### src/hw/obj_draw_pkg.sv
// Sprite drawer definitions
package obj_draw_pkg;

    // Graphics ROM address is code, row and half select
    localparam int unsigned gfx_aw = 13;

    // One ROM word holds eight 4-bit pixels
    localparam int unsigned gfx_dw = 32;

    // Pixel and palette output width
    localparam int unsigned pix_w = 4;

    // Line buffer X offset, covers the blanking delay
    localparam logic [7:0] obj_hoffset = 8'd6;

    typedef enum logic [1:0] {
        idle,
        fetch,
        shift
    } draw_state_t;

endpackage

### src/hw/line_buffer.sv
// Double line buffer with read-and-erase
module line_buffer (
    input  logic                            clk,
    input  logic                            rst,
    input  logic                            hinit,
    input  logic                            pxl_cen,
    input  logic                            LHBL,
    input  logic [7:0]                      hdump,
    input  logic                            buf_we,
    input  logic [7:0]                      buf_addr,
    input  logic [obj_draw_pkg::pix_w-1:0]  buf_data,
    output logic [obj_draw_pkg::pix_w-1:0]  pxl
);
    import obj_draw_pkg::*;

    logic [pix_w-1:0] mem [2][256];
    logic [pix_w-1:0] rd_data;
    logic             bank;
    logic             rd_en;

    // Drawer fills bank, display reads the other one
    assign rd_en   = pxl_cen && LHBL;
    assign rd_data = mem[~bank][hdump];

    always_ff @(posedge clk or posedge rst) begin
        if (rst) begin
            bank <= 1'b0;
        end else if (hinit) begin
            bank <= ~bank;
        end
    end

    always_ff @(posedge clk) begin
        for (int b = 0; b < 2; b++) begin
            if (b == bank) begin
                // Zero is transparent
                if (buf_we && buf_data != '0) begin
                    mem[b][buf_addr] <= buf_data;
                end
            end else if (rd_en) begin
                mem[b][hdump] <= '0;
            end
        end
    end

    always_ff @(posedge clk or posedge rst) begin
        if (rst) begin
            pxl <= '0;
        end else if (!LHBL) begin
            pxl <= '0;
        end else if (pxl_cen) begin
            pxl <= rd_data;
        end
    end

endmodule

### config.mk
export PLATFORM = sky130hd
export DESIGN_NAME = line_buffer
export DESIGN_NICKNAME = d
export VERILOG_FILES = /design/src/hw/obj_draw_pkg.sv /design/src/hw/line_buffer.sv
export SDC_FILE = /design/constraint.sdc
export NUM_CORES = 2
export LEC_CHECK = 0
export BUFFER_PORTS_ARGS = -buffer_cell sky130_fd_sc_hd__buf_2
export CAP_MARGIN = 20
export CORE_MARGIN = 3
export CORE_UTILIZATION = 35
export CTS_BUF_LIST = sky130_fd_sc_hd__clkbuf_4
export DETAILED_ROUTE_END_ITERATION = 8
export PLACE_DENSITY_LB_ADDON = 0.08
export SYNTH_ARGS = -nofsm -noshare
export SYNTH_HDL_FRONTEND = slang
export SYNTH_SLANG_ARGS = --single-unit
export TNS_END_PERCENT = 5
### constraint.sdc
create_clock -name clk -period 7.82 [get_ports clk]
set_input_delay 1.564 -clock clk [delete_from_list [all_inputs] [get_ports clk]]
set_output_delay 1.564 -clock clk [all_outputs]
set_load 0.01 [all_outputs]
== Word-level counts from Yosys, hierarchy flattened ==
Memories as Yosys holds them, arrays and structs flattened.
Index checks and enable logic that the tools add are counted.
Word-level totals
  register bits after elaboration: 5
  memory bits (writable): 2048
  bits of input ports: 26
  output and inout port bits: 4
  logic and storage cells: 4131
  memories: 1
Memories
  mem: depth 2, bits a word 1024, rd ports 1, clocked after memory_dff 0, write ports 2, RTL line line_buffer.sv:16  | logic [pix_w-1:0] mem [2][256];
Operators by class
  order comparisons: 4
  equal/unequal tests: 1
  multiplexer cells: 2067
  bitwise logic cells: 2051
  reduce and logical (&&, ||, !) cells: 5
Operators by type and width (number)
  1024-bit 2-to-1 mux: 4
  1-bit 2-to-1 mux: 2054
  1-bit OR: 2048
  4-bit demux with 8-bit select: 2
  4-bit binary-select mux with 8-bit select: 1
  4-bit 2-to-1 mux: 6
  9-bit greater-or-equal comparator, second input constant: 2
  9-bit by 1-bit less-than comparator with 1-bit output, second input constant: 2
  8-bit inverter with 9-bit output: 2
  1-bit logical AND: 4
  4-bit nonzero test: 1
  2-bit != test, second input constant: 1
  1-bit inverter: 1

== Longest topological paths before layout ==
  word-level depth: 7
  mapped depth: 14
  mapped depth without buffers: 8

== Least setup slack after synthesis ==
Ideal clock, no wire load.
  path type: input to register
  start: in hdump[1]
  end: mem mem[0][188] (netlist bit) (enable)
  library setup time: 343 ps
  arrival time: 3753 ps
  required time: 7477 ps
  setup slack: 3724 ps
  stages on the path: 12
  buffers on the path: 9
  cell sequence: buf_6 > buf_6 > buf_6 > buf_6 > buf_6 > buf_2 > buf_2 > nor3_1 > nand2_1 > buf_2 > buf_2 > o22ai_1
RTL lines
  from (decl): RTL line line_buffer.sv:8  | input logic [7:0] hdump,
  to (decl): RTL line line_buffer.sv:16

== Final worst setup path ==
  start: reg bank
  end: reg pxl[0] (netlist bit)
Between the ends
  word-level cells in the longest chain between the ends: 7
Ends and longest elaborated chain
  from (decl): RTL line line_buffer.sv:18  | logic bank;
  from (signal assigned): RTL line line_buffer.sv:29  | bank <= ~bank;
  1-bit inverter
  memory read 2 x 1024 bit
  4-bit binary-select mux with 8-bit select: RTL line line_buffer.sv:23  | assign rd_data = mem[~bank][hdump];
  4-bit 2-to-1 mux (not written as such) (2 in a row): RTL line line_buffer.sv:23
  4-bit 2-to-1 mux: RTL line line_buffer.sv:51  | end else if (pxl_cen) begin
  4-bit 2-to-1 mux: RTL line line_buffer.sv:49  | end else if (!LHBL) begin
  to (signal assigned): RTL line line_buffer.sv:52  | pxl <= rd_data;
  to (decl): RTL line line_buffer.sv:12  | output logic [obj_draw_pkg::pix_w-1:0] pxl
Every way passes these cells. The select of a mux whose other input is x is not followed.
A chain may end at the register's enable or synchronous reset.

==> reports/results.ini <==
[status]
status=completed

[worst_setup_path]
crit_buf_inv=2
crit_path_start_kind=flip-flop
critPathArrivalTime_ns=6.52
crit_type=reg2reg
crit_family=compound AO/OA/AOI/OAI gates
startpoint=bank
cpPeakStageDelay_ns=1.08
slowest_stage=a221oi_1
cp.required_ns=9.23
endpoint_kind=flip-flop
critPathMostFrequentCell=buf_4
path_cells=buf_4 -> nor2b_4 -> buf_4 -> a21oi_1 -> o41ai_1 -> a31oi_1 -> a221oi_1 -> o221ai_1 -> o2bb2ai_1
r2r_start=bank
cp_max_fo=39

[pwr]
power_density_nw_per_um2=240.8
p_seq_share_pct=44.5
p_clk_share_pct=40.8
ir_drop_mv=0.1362
p_leak_nw=45.35
p_int_w=0.01849
switching_share_pct=29.80
p_sw_w=0.007849
power_frac_comb_pct=14.6

[synthesis]
ys_seq_elements=2053
ys_async_sr_fraction_pct=0.2435
avgSynthCellArea_sq_um=11.48
synth_area_sq_um=97590
synth-edff-count=1024
synth_cell_types=69
synth_top_area_share_pct=31.51
synth_top_area_cell=edfxtp_1
synth-seq-area-share_pct=52.64
syn_nets=8528
ys_top_cells_by_area=edfxtp_1 32%, dfxtp_1 21%, mux2i_1 13%
synth-main-ff-cell=edfxtp_1
syn_inst=8502
ys_warn_count=0

[sta]
hold_viol=0
rsz0062_at_grt=no
tightest_slew_ns=1.268
period_minus_slack_ns=5.108
slew_headroom_pct=15.47
whs_ns=0.2166
slew_viol_final=0
skew_ns=0.1176
setup_tns_ns=0
finalCritPeriodShare_pct=65.31
layout_setup_ws_ns=2.712
fmax_mhz=195.8
setup_viol=0

[cts]
cts-root-buf=clkbuf_4
clkTransAtPathRegs_ns=0.06
cts_resized=0
post_cts_buffers=0
cts_tree=done
clockBufferDepth=4
htree_levels=6
cts_buffers=598
clock-sinks=2053
clock_latency_ns=1.57

[place]
dpl.hpwl_um=252000
routabilityCongestion=0.8640
post-place-ws_ns=1.739
postPlaceCellArea_sq_um=101300
portBuffers=29

[global_routing]
antenna_found_initial=57
grt_overflow=0
grt_pass1_wl_um=574800
grt_usage_pct=28.20
grt_max_degree=154
grt_pass1_vias=73060

[drt]
via_count=74370
firstDrtPassIters=6
drt_iter0_markers=8142
postRouteWirelength_um=415200
vias_per_cell=5.812
postRouteAntennaNets=0
detail_route.wl_per_cell_um=32.45
drc_errors=0

[floorplanning]
start_util_pct=35.23
die_area_sq_um=285200
die_h_um=534.0
die_w_um=534.0
ios=30
core_region_area_sq_um=277000
rows=193

[final_layout]
fin_util_pct=39.49
final_design_area_no_fill_sq_um=109400
fill_cells=27030
area_growth_syn_to_layout_pct=12.09
nets=8594
drive_gt1_share_pct=20.21

[min_path]
min_from=hinit
min_path_type=in2reg

[flow_run]
cap_violations=0

-- per-stage QoR --
stage | total power, W | cells
final | 0.02634 | 12800
after global routing | 0.02735 | 12770
after CTS | 0.02656 | 12760
after detailed placement | 0.01576 | 11670
after global placement | 0.01574 | 11670
after floorplan | 0.01418 | 8502
-- cell usage in the layout, fill, tap and decap left out, types with 30 or more instances in the layout --
master,n
buf_4,224
mux2i_1,1295
nor2_1,268
clkbuf_4,921
a22oi_1,122
mux4_2,297
o22ai_1,238
and2_1,164
edfxtp_1,1024
a21oi_1,1196
nand3_1,76
nand4_1,48
mux2_2,156
o21ai_0,204
nor2_4,35
diode_2,35
o41ai_1,30
clkinv_1,104
dfxtp_1,1024
nand2_1,425
nor2b_1,866
-- cell families (layout without fill, tap and decap cells) --
logic type      count (synthesis)  after routing  share of synthesized area, %
xor+xnor                        1              1                      0.008976
simple gates                 1994           1994                         10.78
compound gates               1871           1871                         10.60
mux                          1763           1763                         22.12
other cells                     0             35                             0
flops                        2053           2053                         52.64
buf+inv                       820           1374                         3.849
-- sequential cells by signal (all words and copies together) (netlist names) --
name and cells:
pxl 4, mem 2048, bank 1
-- final cells by class --
class | instances | area (sq um) | share of cell area, %
timing repair buffer | 275 | 2310 | 2.111
antenna | 35 | 87.58 | 0.08007
clock inverter | 167 | 1045 | 0.9551
sequential | 2053 | 51380 | 46.97
clock buffer | 921 | 6914 | 6.321
inverter | 11 | 41.29 | 0.03774
multi-input combinational | 5629 | 42980 | 39.29
tap | 3705 | 4636 | 4.238
-- worst paths after layout --
path	cells after the start	slack, ns	end
min in group asynchronous	3	0.58	pxl[1]
setup / recovery	9	2.71	pxl[0]
setup reg to reg	9	2.71	pxl[0]
hold reg to reg	2	0.52	mem[1][115]
max in group asynchronous	3	6.81	bank
hold / removal	2	0.22	bank
-- cells in the mapped netlist (6+ instances only) --
| library cell | n |
|---|---|
| mux2_1 | 12 |
| o22ai_1 | 238 |
| buf_6 | 37 |
| nand3_1 | 76 |
| a41oi_1 | 6 |
| o2111ai_1 | 6 |
| and2_1 | 166 |
| nor3_1 | 20 |
| buf_2 | 221 |
| inv_1 | 8 |
| nand2_1 | 457 |
| o21ai_1 | 6 |
| clkbuf_1 | 495 |
| buf_1 | 23 |
| nor2_2 | 12 |
| nand2b_1 | 10 |
| o211ai_1 | 6 |
| nor2_1 | 301 |
| a22oi_1 | 122 |
| nand4_1 | 48 |
| dfxtp_1 | 1024 |
| o41ai_1 | 30 |
| a21oi_1 | 1196 |
| mux2i_1 | 1295 |
| mux2_2 | 156 |
| a31oi_1 | 9 |
| buf_4 | 33 |
| o21ai_0 | 204 |
| edfxtp_1 | 1024 |
| nor2b_1 | 870 |
| mux4_2 | 297 |
| nor3b_1 | 8 |
-- routing by layer --
| metal | track usage, % | wire length [um] |
|---|---|---|
| met5 | 0 | 62 |
| met4 | 12.01 | 18370 |
| met3 | 5.185 | 31910 |
| met2 | 44.38 | 189400 |
| met1 | 38.05 | 175400 |
-- power groups by stage --
stage               sequential (W)  clock [W]  combinational [W]
detailed placement          0.0120          0            0.00380
floorplan                   0.0119          0            0.00233
CTS                         0.0117     0.0110            0.00381
global placement            0.0120          0            0.00378
global route                0.0117     0.0116            0.00400
finish                      0.0117     0.0108            0.00385
-- timing repair --
action,4_1_cts,5_1_grt
hold buffers,1,0
setup endpoints to repair,0,0
hold endpoints to repair,5,0
(Power assumes the default switching activity.)
