<file path="config.mk">
export PLATFORM = sky130hd
export DESIGN_NAME = sprite_scan
export DESIGN_NICKNAME = d
export VERILOG_FILES = /design/src/hw/obj_table_pkg.sv /design/src/hw/sprite_scan.sv
export SDC_FILE = /design/constraint.sdc
export NUM_CORES = 1
export LEC_CHECK = 0
export ABC_CLOCK_PERIOD_IN_PS = 2500
export BUFFER_PORTS_ARGS = -buffer_cell sky130_fd_sc_hd__buf_4
export CAP_MARGIN = 10
export CORE_MARGIN = 10
export CORE_UTILIZATION = 30
export DETAILED_ROUTE_END_ITERATION = 10
export MAX_ROUTING_LAYER = met4
export PLACE_DENSITY = 0.53
export SLEW_MARGIN = 20
export SYNTH_ARGS = -nofsm -noshare
export SYNTH_HDL_FRONTEND = slang
export SYNTH_SLANG_ARGS = --single-unit
</file>
<file path="constraint.sdc">
create_clock -name clk -period 2.5 [get_ports clk]
set_input_delay 0.125 -clock clk [delete_from_list [all_inputs] [get_ports clk]]
set_output_delay 0.125 -clock clk [all_outputs]
set_load 0.05 [all_outputs]
</file>
<file path="src/hw/obj_table_pkg.sv">
// Sprite table layout and scan definitions
package obj_table_pkg;

    // Entries walked by the scanner on every line
    localparam int unsigned obj_entries = 24;

    // Entries below this index read their Y one line late
    localparam int unsigned obj_half = 19;

    // Scanner word address, two bytes per entry in each table
    localparam int unsigned obj_tab_aw = 6;

    // Sprite height in lines
    localparam int unsigned obj_band = 16;

    // Scanner steps for one entry
    // read_pos reads attribute and X, read_code reads Y and code
    typedef enum logic [1:0] {
        idle,
        read_pos,
        read_code,
        settle
    } scan_state_t;

endpackage

</file>
<file path="src/hw/sprite_scan.sv">
// Per-line sprite table scanner
module sprite_scan (
    input  logic                                        clk,
    input  logic                                        rst,
    input  logic                                        hinit,
    input  logic                                        flip,
    input  logic [7:0]                                  vrender,
    output logic [obj_table_pkg::obj_tab_aw-1:0]        scan_addr,
    input  logic [7:0]                                  lo_q,
    input  logic [7:0]                                  hi_q,
    input  logic                                        dr_busy,
    output logic                                        cen2,
    output logic                                        dr_start,
    output logic [7:0]                                  dr_attr,
    output logic [7:0]                                  dr_code,
    output logic [7:0]                                  dr_xpos,
    output logic [$clog2(obj_table_pkg::obj_band)-1:0]  dr_row
);
    import obj_table_pkg::*;

    scan_state_t st;
    logic        hinit_x;
    logic        adj;
    logic        inzone;
    logic        last;
    logic [7:0]  vrf;
    logic [7:0]  spr_y;
    logic [7:0]  ydiff;

    // Raster count has already moved for the lower entries
    assign adj    = scan_addr[obj_tab_aw-1:1] < obj_half;
    assign vrf    = vrender ^ {8{flip}};
    assign spr_y  = ~lo_q + {7'd0, adj};
    assign inzone = (vrf >= spr_y) && ({1'b0, vrf} < {1'b0, spr_y} + 9'(obj_band));
    assign ydiff  = vrf - spr_y - 8'd1;
    assign last   = scan_addr[obj_tab_aw-1:1] == '0;

    // Half-rate enable, and hinit held until the scanner sees it
    always_ff @(posedge clk or posedge rst) begin
        if (rst) begin
            cen2    <= 1'b0;
            hinit_x <= 1'b0;
        end else begin
            cen2 <= ~cen2;
            if (hinit) begin
                hinit_x <= 1'b1;
            end else if (cen2) begin
                hinit_x <= 1'b0;
            end
        end
    end

    always_ff @(posedge clk or posedge rst) begin
        if (rst) begin
            st        <= idle;
            dr_start  <= 1'b0;
            scan_addr <= '0;
        end else if (cen2) begin
            dr_start <= 1'b0;
            case (st)
                idle: begin
                    if (hinit_x) begin
                        // Reverse scan from the top entry
                        scan_addr <= obj_tab_aw'(2 * (obj_entries - 1));
                        st        <= read_pos;
                    end
                end
                read_pos: begin
                    if (!dr_busy) begin
                        scan_addr[0] <= 1'b1;
                        st           <= read_code;
                    end
                end
                read_code: begin
                    scan_addr <= {scan_addr[obj_tab_aw-1:1] - 1'b1, 1'b0};
                    dr_start  <= inzone;
                    st        <= last ? idle : settle;
                end
                // Lets dr_busy rise before the next entry
                settle: st <= read_pos;
                default: st <= idle;
            endcase
        end
    end

    always_ff @(posedge clk) begin
        if (cen2) begin
            if (st == read_pos && !dr_busy) begin
                dr_xpos <= hi_q;
                dr_attr <= lo_q;
            end
            if (st == read_code) begin
                dr_code <= hi_q;
                dr_row  <= ydiff[$bits(dr_row)-1:0];
            end
        end
    end

    // Scanner must wait for the drawer before launching again
    a_start_idle: assert property (@(posedge clk) disable iff (rst)
        $rose(dr_start) |-> !dr_busy);

endmodule

</file>
After elaboration in Yosys (flattened, before gate mapping)
Cells that the tools add are included.
Widths: inputs -> output; s select.
{ "totals": {"reg_bits": 39, "in_bits": 29, "out_inout_bits": 36, "wordCells": 50} }
{ "classes": {"addsub": 5, "order_cmp": 3, "eq_ne": 5, "n_mux": 11, "bitwise": 3, "reduce_logical": 13} }
{ "ops": {"columns": ["op", "count"], "rows": [
  ["$pmux 5 s2", 1],
  ["$add 8x5->9 const B", 1],
  ["$lt 8x9->1", 1],
  ["$add 8x1->8", 1],
  ["$ge 8x8->1", 1],
  ["$not 8->8", 1],
  ["$pmux 2 s4", 1],
  ["$xor 8x8->8", 1],
  ["$mux 2", 3],
  ["$mux 6", 1],
  ["$reduce_and 3->1", 2],
  ["$logic_not 5->1", 1],
  ["$lt 5x5->1 const B", 1],
  ["$sub 5x1->5 const B", 1],
  ["$eq 2x2->1 const B", 2],
  ["$mux 1", 4],
  ["$ne 2x2->1 const B", 2],
  ["$reduce_and 2->1", 2],
  ["$reduce_and 4->1", 1],
  ["$reduce_bool 2->1", 2],
  ["$sub 4x1->4 const B", 1],
  ["$sub 4x4->4", 1],
  ["$pmux 1 s3", 1],
  ["$reduce_bool 3->1", 1],
  ["other kinds (5)", 6]
]} }

Depth between registers and ports, before layout
{ "depth": {"word_depth": 6, "mapped_depth": 15, "ltp_nobuf": 15} }

Worst setup path before layout
OpenSTA, ideal clock, no wires.
{ "synth_timing": {"path_kind": "register -> register", "from": "register scan_addr[2] (netlist bit)", "to": "register dr_start", "setup_time_ns": 0.101, "t_arrival_ns": 2.922, "required_time_ns": 2.399, "slack_ns": -0.523, "stages_incl_launch_ff": 16, "path_cell_list": "dfrtp_1 -> inv_1 -> o21ai_0 -> nand2_1 -> ha_1 -> ha_1 -> nor3b_1 -> xnor2_1 -> ha_1 -> xor2_1 -> ha_1 -> nand2_1 -> a21oi_1 -> o41ai_1 -> a32oi_1 -> o32ai_1"} }
{ "synth_via": {"elab_chain_cells": 6, "word_cells_on_any_way": 7, "classes_between": "add/sub: 2; order compare: 3; mux: 1; reduce/logical: 1"} }
{ "synth_rtl": {"columns": ["item", "line", "text"], "rows": [
  ["from (decl)", "sprite_scan.sv:8", "output logic [obj_table_pkg::obj_tab_aw-1:0] scan_addr,"],
  ["from (signal assigned)", "sprite_scan.sv:64", "scan_addr <= obj_tab_aw'(2 * (obj_entries - 1));"],
  ["from (signal assigned)", "sprite_scan.sv:75", "scan_addr <= {scan_addr[obj_tab_aw-1:1] - 1'b1, 1'b0};"],
  ["$lt 5x5->1 (*)", "sprite_scan.sv:31", "assign adj = scan_addr[obj_tab_aw-1:1] < obj_half;"],
  ["$add 8x1->8 (*)", "sprite_scan.sv:33", "assign spr_y = ~lo_q + {7'd0, adj};"],
  ["$add 8x5->9", "sprite_scan.sv:34", "assign inzone = (vrf >= spr_y) && ({1'b0, vrf} < {1'b0, spr_y} + 9'(obj_band));"],
  ["$lt 8x9->1", "sprite_scan.sv:34", null],
  ["$logic_and 1x1->1 (*)", "sprite_scan.sv:34", null],
  ["$mux 1 (*)", "sprite_scan.sv:60", "case (st)"],
  ["to (signal assigned)", "sprite_scan.sv:76", "dr_start <= inzone;"],
  ["to (decl)", "sprite_scan.sv:13", "output logic dr_start,"]
]} }
Mark *: on every way between the ends. The rest lies on a longest branch, timed or not.
A chain may end at the register's enable or synchronous reset.

Worst setup path in the final report
{ "layout_timing": {"from": "register scan_addr[3] (netlist bit)", "to": "register dr_start"} }
The elaborated chain is that of the path after synthesis.

==> qor.yml <==
run_status:
  status: "complete, but fails checks"
  violations: "negative setup slack"
yosys:
  netlist_instances: 171
  yosysUniqueCellTypes: 38
  avgSynthCellArea_um2: 12.05
  yosysTopAreaCell: "edfxtp_1"
  synth_fp_nets: 221
  netlist_area_mm2: 0.002061
  seq_area_frac_synth_pct: 54.16
  ys_warn_count: 0
  yosysTopAreaCellShare_pct: 40.80
  ys_seq_elements: 39
  synth_area_leaders: "edfxtp_1 (41%), dfrtp_1 (13%), ha_1 (12%), xor2_1 (5.1%), inv_1 (3.6%)"
power_and_ir_drop:
  pwr-share-seq_pct: 40.3
  p_leak_uw: 0.001318
  ir_drop_uv: 206.8
  switching_power_uw: 646.5
  swShare_pct: 32.28
  powerDensity_mw_per_mm2: 667.5
  p_int_uw: 1356
  p_clk_share_pct: 25.2
  pwr-share-comb_pct: 34.5
timing:
  rsz0062_at_grt: "yes"
  setup_viol: 1
  fin_tns_setup_ns: -0.1555
  max-slew-margin-rel_pct: 67.21
  period_needed_ns: 2.655
  fmax_mhz: 376.6
  finalWorstSetupSlack_ns: -0.1555
  fin_crit_sh_pct: 106.2
  worst_slew_pin_slew_ns: 0.4914
  skew_ns: 0.006082
  hold_viol: 0
  drv_slew: 0
critical_path:
  worstPathCellList: "nor2_2 > o21ai_1 > nand2_1 > ha_4 > ha_4 > nor3b_4 > xnor2_2 > ha_2 > inv_1 > ha_4 > o21ai_2 > a21oi_2 > o41ai_2 > a32oi_1 > o32ai_1"
  worstPathRequired_ns: 2.67
  crit_slowest_cell: "dfrtp_2"
  crit_type: "reg -> reg"
  worst_path_largest_cell_delay_ns: 0.41
  end_kind: "flop"
  start_kind: "flop"
  cp.arrival_ns: 2.82
  cp_max_fo: 3
  crit_top_cell: "ha_4"
floorplan:
  fp-row-count: 30
  start_util_pct: 30.67
  die_area_mm2: 0.01058
  io_pins: 65
  fp.dieH_um: 102.9
  die_x_um: 102.9
  core_mm2: 0.006719
layout:
  regArea_mm2: 0.001121
  syn2layout_area_growth_pct: 45.60
  drive_gt1_share_pct: 43.63
  final_cells: 339
  multi_input_area_um2: 985.9
  nets: 308
  n_fill_cell: 637
  fin_area_mm2: 0.003000
  mostFrequentLayoutCells: "buf_4 (80), edfxtp_1 (28), inv_1 (18)"
  antenna_cells: 0
  final_common_cell: "buf_4"
clock_tree:
  clock_sinks: 39
  cts_made_buffers: 5
  max-clock-path-buffers: 2
  cts_root_buffer: "clkbuf_8"
  insertion_delay_ns: 0.29
  clk_pin_slew_ns: 0.08
  tritoncts: "done"
  htree_levels: 2
place:
  place_area_mm2: 0.002776
  dpl.hpwl_mm: 4.154
  place_inst: 329
  pre_cts_ws_ns: -0.2534
  io_buffers: 64
  place_congestion: 0.8159
global_route:
  grt_pass1_wl_mm: 8.004
  grt_pass1_vias: 1626
  grt_start_max_net_pins: 17
  overflow: 0
  antenna_found_initial: 0
  gr-usage-all-layers_pct: 9.908
route:
  dr_total_vias: 1533
  dr.pass1.iters: 4
  via_per_inst: 4.522
  drt_iter0_markers: 37
  drc: 0
  wire_per_inst_um: 15.24
  ant_nets: 0
  wirelength_mm: 5.168
min_path:
  hold_class: "in -> reg"
run:
  cap_violations: 0
[power groups by stage]
stage	logic (uW)	registers (uW)	clock network (uW)
3_5_place_dp	674	822	0
4_1_cts	687	808	519
3_3_place_gp	668	819	0
5_1_grt	770	814	553
2_1_floorplan	340	905	0
6_report	690	808	504
[what timing repair did]
| action | 4_1_cts | 5_1_grt |
|---|---|---|
| buffers inserted | 1 | 0 |
| setup endpoints to repair | 1 | 1 |
| endpoints found under the hold margin | 11 | 0 |
| hold buffers | 1 | 0 |
| gates resized for setup | 8 | 8 |
| pin swaps | 4 | 12 |
[cell usage after synthesis]
cell type	number
nor2b_1	3
a21boi_0	1
o22a_1	2
o21bai_1	1
nor4_4	1
inv_1	20
o21ai_1	1
nand2_1	12
or4_1	1
o211ai_1	1
a32oi_1	1
a21o_1	2
xnor2_1	6
and2_1	1
a21o_2	1
nand3b_1	1
o32ai_1	1
o311ai_1	1
nor3b_1	1
o21ai_0	10
nand4b_1	1
nor2_1	9
buf_2	1
o31a_1	1
o41ai_1	1
or2_2	1
o21a_1	2
nor4_1	1
or3_1	1
xor2_1	12
fa_1	1
nand2b_1	3
dfrtp_1	11
a21oi_1	7
mux2_2	2
a211oi_1	1
ha_1	20
edfxtp_1	28
[layer usage]
layer	wire length (um)	global-route usage (%)	vias up
met5	0	-	-
met4	51	2.995	0
met3	352	2.882	6
met2	2283	15.41	55
met1	2480	12.18	694
li1	-	-	778
[cells by family after synthesis]
logic type	after synthesis	share of synthesized area, %
multiplexers	2	1.093
adder cells (fa/ha/maj)	21	13.11
AO/OA/AOI/OAI	34	10.69
AND/OR/NAND/NOR	36	9.412
XOR/XNOR	18	7.650
flip-flops	39	54.16
buffers and inverters	21	3.886
[stage by stage]
step           hold slack, ns  total power, uW  util [%]
6_report              0.01764             2003     44.66
5_1_grt              0.008983             2137     44.66
4_1_cts               0.01400             2015     43.84
3_5_place_dp           0.2020             1496     41.32
3_3_place_gp           0.1877             1488     41.32
2_1_floorplan        -0.02283             1245         -
[cell type report]
cell class                 instances  share of cell area, %
sequential                        39                  37.36
multi-input combinational        111                  32.86
timing repair buffer              81                  20.35
tap                               80                  3.336
inverter                          20                  2.502
clock buffer                       5                  2.294
clock inverter                     3                  1.293
[flip-flops by register name (all words and copies together), names as in the netlist]
signal,flops
cen2,1
hinit_x,1
dr_code,8
dr_row,4
scan_addr,6
dr_start,1
st,2
dr_attr,8
dr_xpos,8
[worst max-delay path: cells and delay by family (launching register included)]
family          cells  cell delay, ns
compound gates      6            0.64
fa+ha+maj           4            0.90
flops               1            0.41
buf+inv             1            0.06
simple gates        3            0.43
xor+xnor            1            0.11
[worst paths after layout]
| kind | start | cells past startpoint | slack [ns] | to |
|---|---|---|---|---|
| min reg2reg | hinit_x | 1 | 0.48 | hinit_x |
| max in group asynchronous | rst | 3 | 1.71 | scan_addr[2] |
| min | hinit | 2 | 0.02 | hinit_x |
| max | scan_addr[3] | 15 | -0.16 | dr_start |
| min in group asynchronous | rst | 3 | 0.42 | dr_start |
| max reg2reg | scan_addr[3] | 15 | -0.16 | dr_start |
Power figures use the tool's default switching activity.
