==> config.mk <==
export PLATFORM = sky130hd
export DESIGN_NAME = sprite_draw
export DESIGN_NICKNAME = d
export VERILOG_FILES = /design/src/hw/obj_table_pkg.sv /design/src/hw/obj_draw_pkg.sv /design/src/hw/sprite_draw.sv
export SDC_FILE = /design/constraint.sdc
export NUM_CORES = 1
export LEC_CHECK = 0
export ABC_AREA = 1
export BUFFER_PORTS_ARGS = -buffer_cell sky130_fd_sc_hd__buf_2
export CAP_MARGIN = 20
export CORE_MARGIN = 4
export CORE_UTILIZATION = 35
export CTS_CLUSTER_SIZE = 30
export DETAILED_ROUTE_END_ITERATION = 8
export PLACE_DENSITY_LB_ADDON = 0.1
export SYNTH_ARGS = -nofsm -noshare
export SYNTH_HDL_FRONTEND = slang
export SYNTH_SLANG_ARGS = --single-unit
==> constraint.sdc <==
create_clock -name clk -period 2.84 [get_ports clk]
set_input_delay 0.568 -clock clk [delete_from_list [all_inputs] [get_ports clk]]
set_output_delay 0.568 -clock clk [all_outputs]
set_load 0.05 [all_outputs]
==> src/hw/obj_table_pkg.sv <==
// Sprite table layout and scan definitions
package obj_table_pkg;

    // Entries walked by the scanner on every line
    localparam int unsigned obj_entries = 24;

    // Entries below this index read their Y one line late
    localparam int unsigned obj_half = 19;

    // Scanner word address, two bytes per entry in each table
    localparam int unsigned obj_tab_aw = 6;

    // Sprite height in lines
    localparam int unsigned obj_band = 16;

    // Scanner steps for one entry
    // read_pos reads attribute and X, read_code reads Y and code
    typedef enum logic [1:0] {
        idle,
        read_pos,
        read_code,
        settle
    } scan_state_t;

endpackage

==> src/hw/obj_draw_pkg.sv <==
// Sprite drawer definitions
package obj_draw_pkg;

    // Graphics ROM address is code, row and half select
    localparam int unsigned gfx_aw = 13;

    // One ROM word holds eight 4-bit pixels
    localparam int unsigned gfx_dw = 32;

    // Pixel and palette output width
    localparam int unsigned pix_w = 4;

    // Line buffer X offset, covers the blanking delay
    localparam logic [7:0] obj_hoffset = 8'd6;

    typedef enum logic [1:0] {
        idle,
        fetch,
        shift
    } draw_state_t;

endpackage

==> src/hw/sprite_draw.sv <==
// Sprite drawer with palette PROM
module sprite_draw (
    input  logic                                        clk,
    input  logic                                        rst,
    input  logic                                        cen2,
    input  logic                                        dr_start,
    input  logic [7:0]                                  dr_attr,
    input  logic [7:0]                                  dr_code,
    input  logic [7:0]                                  dr_xpos,
    input  logic [$clog2(obj_table_pkg::obj_band)-1:0]  dr_row,
    output logic                                        dr_busy,
    output logic                                        rom_cs,
    output logic [obj_draw_pkg::gfx_aw-1:0]             rom_addr,
    input  logic [obj_draw_pkg::gfx_dw-1:0]             rom_data,
    input  logic                                        rom_ok,
    input  logic [7:0]                                  prog_addr,
    input  logic [obj_draw_pkg::pix_w-1:0]              prog_data,
    input  logic                                        prog_en,
    output logic                                        buf_we,
    output logic [7:0]                                  buf_addr,
    output logic [obj_draw_pkg::pix_w-1:0]              buf_data
);
    import obj_draw_pkg::*;

    draw_state_t                        st;
    logic [gfx_dw-1:0]                  pix_data;
    logic [$clog2(gfx_dw/pix_w)-1:0]    pix_cnt;
    logic [pix_w-1:0]                   palette [256];
    logic                               hflip;
    logic                               vflip;

    assign hflip = dr_attr[6];
    assign vflip = dr_attr[7];

    // Gather the four bit planes of each pixel into one nibble
    function automatic logic [gfx_dw-1:0] reorder(input logic [gfx_dw-1:0] w);
        logic [gfx_dw-1:0] r;
        int                base;
        int                j;
        for (int n = 0; n < gfx_dw / pix_w; n++) begin
            base       = (n / 4) * 16;
            j          = n % 4;
            r[4*n + 3] = w[base + 8 + j];
            r[4*n + 2] = w[base + 12 + j];
            r[4*n + 1] = w[base + j];
            r[4*n]     = w[base + 4 + j];
        end
        return r;
    endfunction

    always_ff @(posedge clk or posedge rst) begin
        if (rst) begin
            st       <= idle;
            dr_busy  <= 1'b0;
            rom_cs   <= 1'b0;
            rom_addr <= '0;
            pix_cnt  <= '0;
        end else if (cen2) begin
            case (st)
                idle: begin
                    if (dr_start) begin
                        rom_addr <= {dr_code, dr_row ^ {$bits(dr_row){vflip}}, 1'b0};
                        rom_cs   <= 1'b1;
                        dr_busy  <= 1'b1;
                        st       <= fetch;
                    end
                end
                fetch: begin
                    if (rom_ok) begin
                        rom_cs  <= 1'b0;
                        pix_cnt <= '1;
                        st      <= shift;
                    end
                end
                shift: begin
                    pix_cnt <= pix_cnt - 1'b1;
                    if (pix_cnt == '0) begin
                        if (rom_addr[0]) begin
                            dr_busy <= 1'b0;
                            st      <= idle;
                        end else begin
                            // Second half of the sprite row
                            rom_addr[0] <= 1'b1;
                            rom_cs      <= 1'b1;
                            st          <= fetch;
                        end
                    end
                end
                default: st <= idle;
            endcase
        end
    end

    always_ff @(posedge clk) begin
        if (cen2) begin
            if (st == idle && dr_start) begin
                buf_addr <= dr_xpos + obj_hoffset + (hflip ? 8'd15 : 8'd0);
            end
            if (st == fetch && rom_ok) begin
                pix_data <= reorder(rom_data);
            end
            if (st == shift) begin
                pix_data <= pix_data >> pix_w;
                buf_addr <= hflip ? buf_addr - 8'd1 : buf_addr + 8'd1;
            end
        end
    end

    // Palette PROM, written by the loader
    always_ff @(posedge clk) begin
        if (prog_en) begin
            palette[prog_addr] <= prog_data;
        end
    end

    assign buf_data = palette[{dr_attr[3:0], pix_data[pix_w-1:0]}];
    assign buf_we   = cen2 && (st == shift);

    // Address must stay put while the ROM controller is busy with it
    a_rom_hold: assert property (@(posedge clk) disable iff (rst)
        (rom_cs && !rom_ok) |=> $stable(rom_addr));

endmodule

Word level (Yosys, flattened, before mapping)
Memory sizes are Yosys's and may differ from the RTL's. Cells that the tools add are included.

Register bits: 60. Memory bits (writable): 1024. Output and inout port bits: 28. Logic and storage cells: 67. Memories kept: 1.

Add/subtract/negate cells: 5. Eq/ne operators: 7. Muxes and demuxes: 26. Bitwise operators: 1. Reductions and logical operators: 18.

Memories: palette (depth 256, width 4, rd ports 1, clocked after Yosys merged registers in 0, write ports 1, RTL line sprite_draw.sv:28) `logic [pix_w-1:0] palette [256];`.

Operators with widths (count): $mux W32 (1); $mux W28 (1); $mux W8 (3); $mux W1 (11); $ne A2 B2 Y1 const B (5); $add A8 B1 Y8 const B (1); $add A8 B3 Y8 const B (1); $add A8 B4 Y8 (1); $reduce_and A4 Y1 (2); $reduce_bool A2 Y1 (4); $sub A8 B1 Y8 const B (1); $mux W2 (3); $pmux W2 S3 (1); $pmux W3 S2 (1); $reduce_and A3 Y1 (2); $reduce_and A6 Y1 (1); $reduce_and A5 Y1 (1); $mux W4 (1); $pmux W1 S2 (2); $reduce_and A2 Y1 (2); $xor A4 B4 Y4 (1); $logic_and A1 B1 Y1 (3); $logic_not A3 Y1 (1); $mux W3 (1); other kinds (6) (6).

Longest topological paths before layout
Depth after elaboration: 4. Depth in mapped cells: 14. Depth with buffers taken out: 12.

Worst setup path after synthesis
No wires, ideal clock.

Path kind: register to register. Start point: register st[0]. End point: register pix_data[0] (enable). Setup time: 0.393 ns. Data arrival time: 2.380 ns. Setup slack: 0.068 ns. Cell stages (with the launch flop): 6. Cell sequence: dfrtp_1 > nor2_4 > inv_2 > nor2_1 > inv_1 > nand2_1.

Longest elaborated chain between the ends: 4. Elaborated cells on any way between the ends: 5. Classes of those cells: eq/ne (2); reduce/logical (3).

Ends and longest elaborated chain: start: declaration (RTL line sprite_draw.sv:25) `draw_state_t st;`; start signal: assignment (RTL line sprite_draw.sv:53) `st <= idle;`; start signal: assignment (RTL line sprite_draw.sv:65) `st <= fetch;`; start signal: assignment (RTL line sprite_draw.sv:72) `st <= shift;`; $eq A2 B1 Y1 (RTL line sprite_draw.sv:99) `if (st == fetch && rom_ok) begin`; $logic_and A1 B1 Y1 (RTL line sprite_draw.sv:99); $reduce_bool A2 Y1 (no line) (*); $reduce_and A2 Y1 (no line) (*); end signal: assignment (RTL line sprite_draw.sv:100) `pix_data <= reorder(rom_data);`; end signal: assignment (RTL line sprite_draw.sv:103) `pix_data <= pix_data >> pix_w;`; end: declaration (RTL line sprite_draw.sv:26) `logic [gfx_dw-1:0] pix_data;`.

Every way passes the cells marked *; elsewhere a longest branch is shown, timed or not. A chain may end at the register's enable or synchronous reset.

Worst setup path in the final report
Start point: register pix_data[0]. End point: output buf_data[0] (netlist name).

Longest elaborated chain between the ends: 1.

Ends and longest elaborated chain: $mem_v2 Z256 W4; end: declaration (RTL line sprite_draw.sv:21) `output logic [obj_draw_pkg::pix_w-1:0] buf_data`.

Every way passes these cells.

==> impl_metrics.json <==
{
  "vias": 30735,
  "comb_power_share_pct": 32.4,
  "io_pins": 106,
  "core_mm2": 0.130,
  "tns_ns": -3.10,
  "cp_num_buf_inv": 6,
  "reg2reg_from": "st[1]",
  "critPathLaunchType": "flip-flop",
  "switchingPower_mw": 17.1,
  "hold_depth": 3,
  "final_area_mm2": 0.0550,
  "viasPerCell": 5.03,
  "power_density_mw_per_mm2": 911,
  "synth_compound_area_share_pct": 0.493,
  "cts.clk_slew.worst_paths_ns": 0.06,
  "rsz0062_at_grt": "yes",
  "final.setup_skew_ns": 0.0112,
  "drc": 0,
  "drt_pass1_iterations": 6,
  "synth_area_per_cell_um2": 11.3,
  "slew_headroom_pct": 45.1,
  "antenna_left": 0,
  "postLayoutCoreUtil_pct": 42.4,
  "ys_ff_latch": 1084,
  "dieWidth_um": 369,
  "endpoint_kind": "output pin",
  "hp-class": "input pin to flip-flop",
  "synth_nets": 4145,
  "wire_per_inst_um": 22.7,
  "grt_antenna_before_repair": 8,
  "finalCriticalPeriod_ns": 3.64,
  "cts_max_path_buffers": 3,
  "synthSimpleGateAreaFrac_pct": 23.7,
  "cts_tree": "built",
  "drt-initial-drc-count": 2701,
  "holdCritStartpoint": "rom_data[26]",
  "violations": "negative setup slack",
  "crit_slowest_cell": "edfxtp_1",
  "setup_violations": 4,
  "rr_endpoint": "pix_data[21]",
  "initial_core_util_pct": 35.3,
  "stdcell_count": 6111,
  "worstPathMaxFanout": 8,
  "power_leakage_nw": 19.8,
  "layout_worst_path_cycle_share_pct": 128,
  "clock_sinks": 1084,
  "syn2layout_area_growth_pct": 20.2,
  "grt_remaining_overflow": 0,
  "yosysSeqAreaShare_pct": 71.0,
  "cp_top_family": "buffers and inverters",
  "grt_pass1_wl_um": 199000,
  "ys_warn_count": 0,
  "numCtsBuffers": 121,
  "h-tree-depth": 3,
  "grt_pass1_vias": 30430,
  "hold_end": "pix_data[27]",
  "die_h_um": 369,
  "cp_data_required_time_ns": 2.27,
  "worstPathCellList": "buf_12, clkinv_16, buf_16, clkbuf_16, nand2_1, nand3_1, nand3_1, nand3_1, nand3_2, nand2_2, nand2_1, nand3_2, buf_6, nand3_2, nand2_4, buf_12",
  "clkPwrFrac_pct": 31.1,
  "final-hold-violation-count": 0,
  "path_class": "flip-flop to output pin",
  "holdWs_ns": 0.102,
  "worst_slack_ns": -0.797,
  "grt_start_max_net_pins": 87,
  "drv_cap": 0,
  "drv_slew": 0,
  "internal_power_mw": 33.0,
  "num_rows": 132,
  "clk_latency_ns": 0.73,
  "status": "finished with violations",
  "grt_use_total_pct": 19.5,
  "dpl.hpwl_um": 81200,
  "portBuffers": 103,
  "drive_above_1_share_pct": 14.8,
  "p_sw_share_pct": 34.0,
  "irDropWorstVdd_mv": 0.536,
  "synth.distinct_cells": 33,
  "placed_cells": 5837,
  "place_area_mm2": 0.0493,
  "synth-adder-area-share_pct": 0.525,
  "max_freq_mhz": 275,
  "cp_slowest_stage_delay_ns": 0.41,
  "synth_xor_area_share_pct": 0.172,
  "cts-root-buf": "clkbuf_16",
  "p_total_mw": 50.1,
  "reg2reg_depth": 9,
  "routabilityCongestion": 0.815,
  "synthCells": 4049,
  "dieArea_mm2": 0.136,
  "synthMuxAreaShare_pct": 0.0246,
  "syn_area_mm2": 0.0457,
  "synth_top_family_by_area": "simple AND/OR/NAND/NOR gates",
  "worst_pin_slew_ns": 0.822,
  "pre_cts_slack_ns": -0.276,
  "nNetsFinal": 4358,
  "wl_um": 139000,
  "reg2reg_slack_ns": 0.90,
  "cp_data_arrival_time_ns": 3.07,
  "sequentialPowerShare_pct": 36.5
}
power groups by stage:
stage / clock network [mW] / registers, mW / logic [mW]
after CTS: 15.9 / 18.3 / 14.6
after detailed placement: 0 / 18.6 / 14.3
after global placement: 0 / 18.6 / 14.3
after global routing: 16.6 / 18.3 / 17.7
final: 15.6 / 18.3 / 16.2
after floorplan: 0 / 19.2 / 8.45
Yosys cell counts:
master / instances / area, um2
buf_4: 10 / 75.1
edfxtp_1: 1064 / 32000
xnor2_1: 6 / 52.6
a31oi_1: 3 / 18.8
o31ai_1: 1 / 7.51
nand2_1: 1260 / 4730
nor2_4: 1 / 11.3
mux2_2: 1 / 11.3
nor3_2: 1 / 10.0
buf_2: 125 / 626
fa_1: 2 / 40.0
o21a_1: 2 / 15.0
inv_8: 1 / 11.3
buf_1: 15 / 56.3
nor2_1: 303 / 1140
ha_1: 16 / 200
inv_2: 4 / 15.0
o22ai_1: 1 / 6.26
clkinv_1: 1 / 3.75
a21oi_1: 10 / 50.1
inv_1: 71 / 267
o32ai_1: 1 / 8.76
buf_6: 52 / 586
xor2_1: 3 / 26.3
o221ai_1: 1 / 8.76
nand3_1: 988 / 4940
o211ai_1: 1 / 7.51
nor3_1: 2 / 10.0
a211oi_1: 1 / 7.51
clkbuf_1: 62 / 233
dfrtp_1: 20 / 500
nand4_1: 1 / 6.26
o21ai_0: 19 / 95.1
registers in the layout (all words and copies together), names as in the netlist:
name / flops
buf_addr: 8
palette: 1024
pix_data: 32
dr_busy: 1
rom_cs: 1
pix_cnt: 3
rom_addr: 13
st: 2
worst register-to-register path, stage by stage, from the launching register on:
cell and delay [ns]:
dfrtp_1 0.44, nor2_1 0.07, inv_1 0.08, o21ai_0 0.14, inv_1 0.11, o21ai_0 0.11, nor2_1 0.10, inv_1 0.06
nand2_1 0.05, buf_4 0.41
cell usage in the layout, fill, tap and decap left out, drive strengths merged:
cell type    synthesis  final
a211oi               1      1
a21oi               10     10
a31oi                3      3
buf                202    321
bufinv               0     13
clkbuf              62    172
clkinv               1     60
clkinvlp             0      6
dfrtp               20     20
diode                0      2
dlygate4sd3          0      9
edfxtp            1064   1064
fa                   2      2
ha                  16     16
inv                 76     78
mux2                 1      1
nand2             1260   1260
nand3              988    988
nand4                1      1
nor2               304    304
nor3                 3      3
o211ai               1      1
o21a                 2      2
o21ai               19     19
o221ai               1      1
o22ai                1      1
o31ai                1      1
o32ai                1      1
xnor2                6      6
xor2                 3      3
worst max-delay path by stage:
| stage | from | end | slack [ns] | cells after the start |
|---|---|---|---|---|
| 3_5_place_dp | pix_data[0] | buf_data[3] | -0.28 | 14 |
| 6_report | pix_data[0] | buf_data[0] | -0.80 | 16 |
| 5_1_grt | pix_data[0] | buf_data[2] | -0.93 | 16 |
| 4_1_cts | pix_data[0] | buf_data[0] | -0.95 | 16 |
| 3_3_place_gp | pix_data[0] | buf_data[3] | -0.24 | 14 |
| 2_1_floorplan | st[0] | pix_data[0] | 0.07 | 5 |
metal layers:
layer  track usage [%]  routed length (um)  vias to the layer above
li1                  -                   -                    14592
met5                 0                  47                        -
met2              31.9               65900                      845
met1              27.1               62000                    15123
met4              5.44                3330                        8
met3              3.01                7490                      167
what timing repair did:
action | 4_1_cts | 5_1_grt
hold buffers | 9 | 0
endpoints found under the setup margin | 4 | 4
buffers inserted | 1 | 8
resized for setup | 17 | 173
gates cloned | 4 | 22
hold endpoints to repair | 28 | 0
pin swaps | 0 | 29
layout make-up:
| class | instances | area, um2 |
|---|---|---|
| fillers | 12384 | 74700 |
| flip-flops and latches | 1084 | 32500 |
| multi-input cells | 2624 | 12000 |
| repair buffers | 351 | 4030 |
| clock buffers | 151 | 3180 |
| well taps | 1742 | 2180 |
| clock inverters | 77 | 746 |
| inverters | 77 | 330 |
| repair inverters | 3 | 71.3 |
| diodes | 2 | 5.00 |
cells by family after synthesis:
logic type,Yosys count
XOR/XNOR,9
flip-flops,1084
buffers and inverters,341
AND/OR/NAND/NOR,2556
multiplexers,1
adder cells (fa/ha/maj),18
AO/OA/AOI/OAI,40
(Power assumes the default switching activity.)
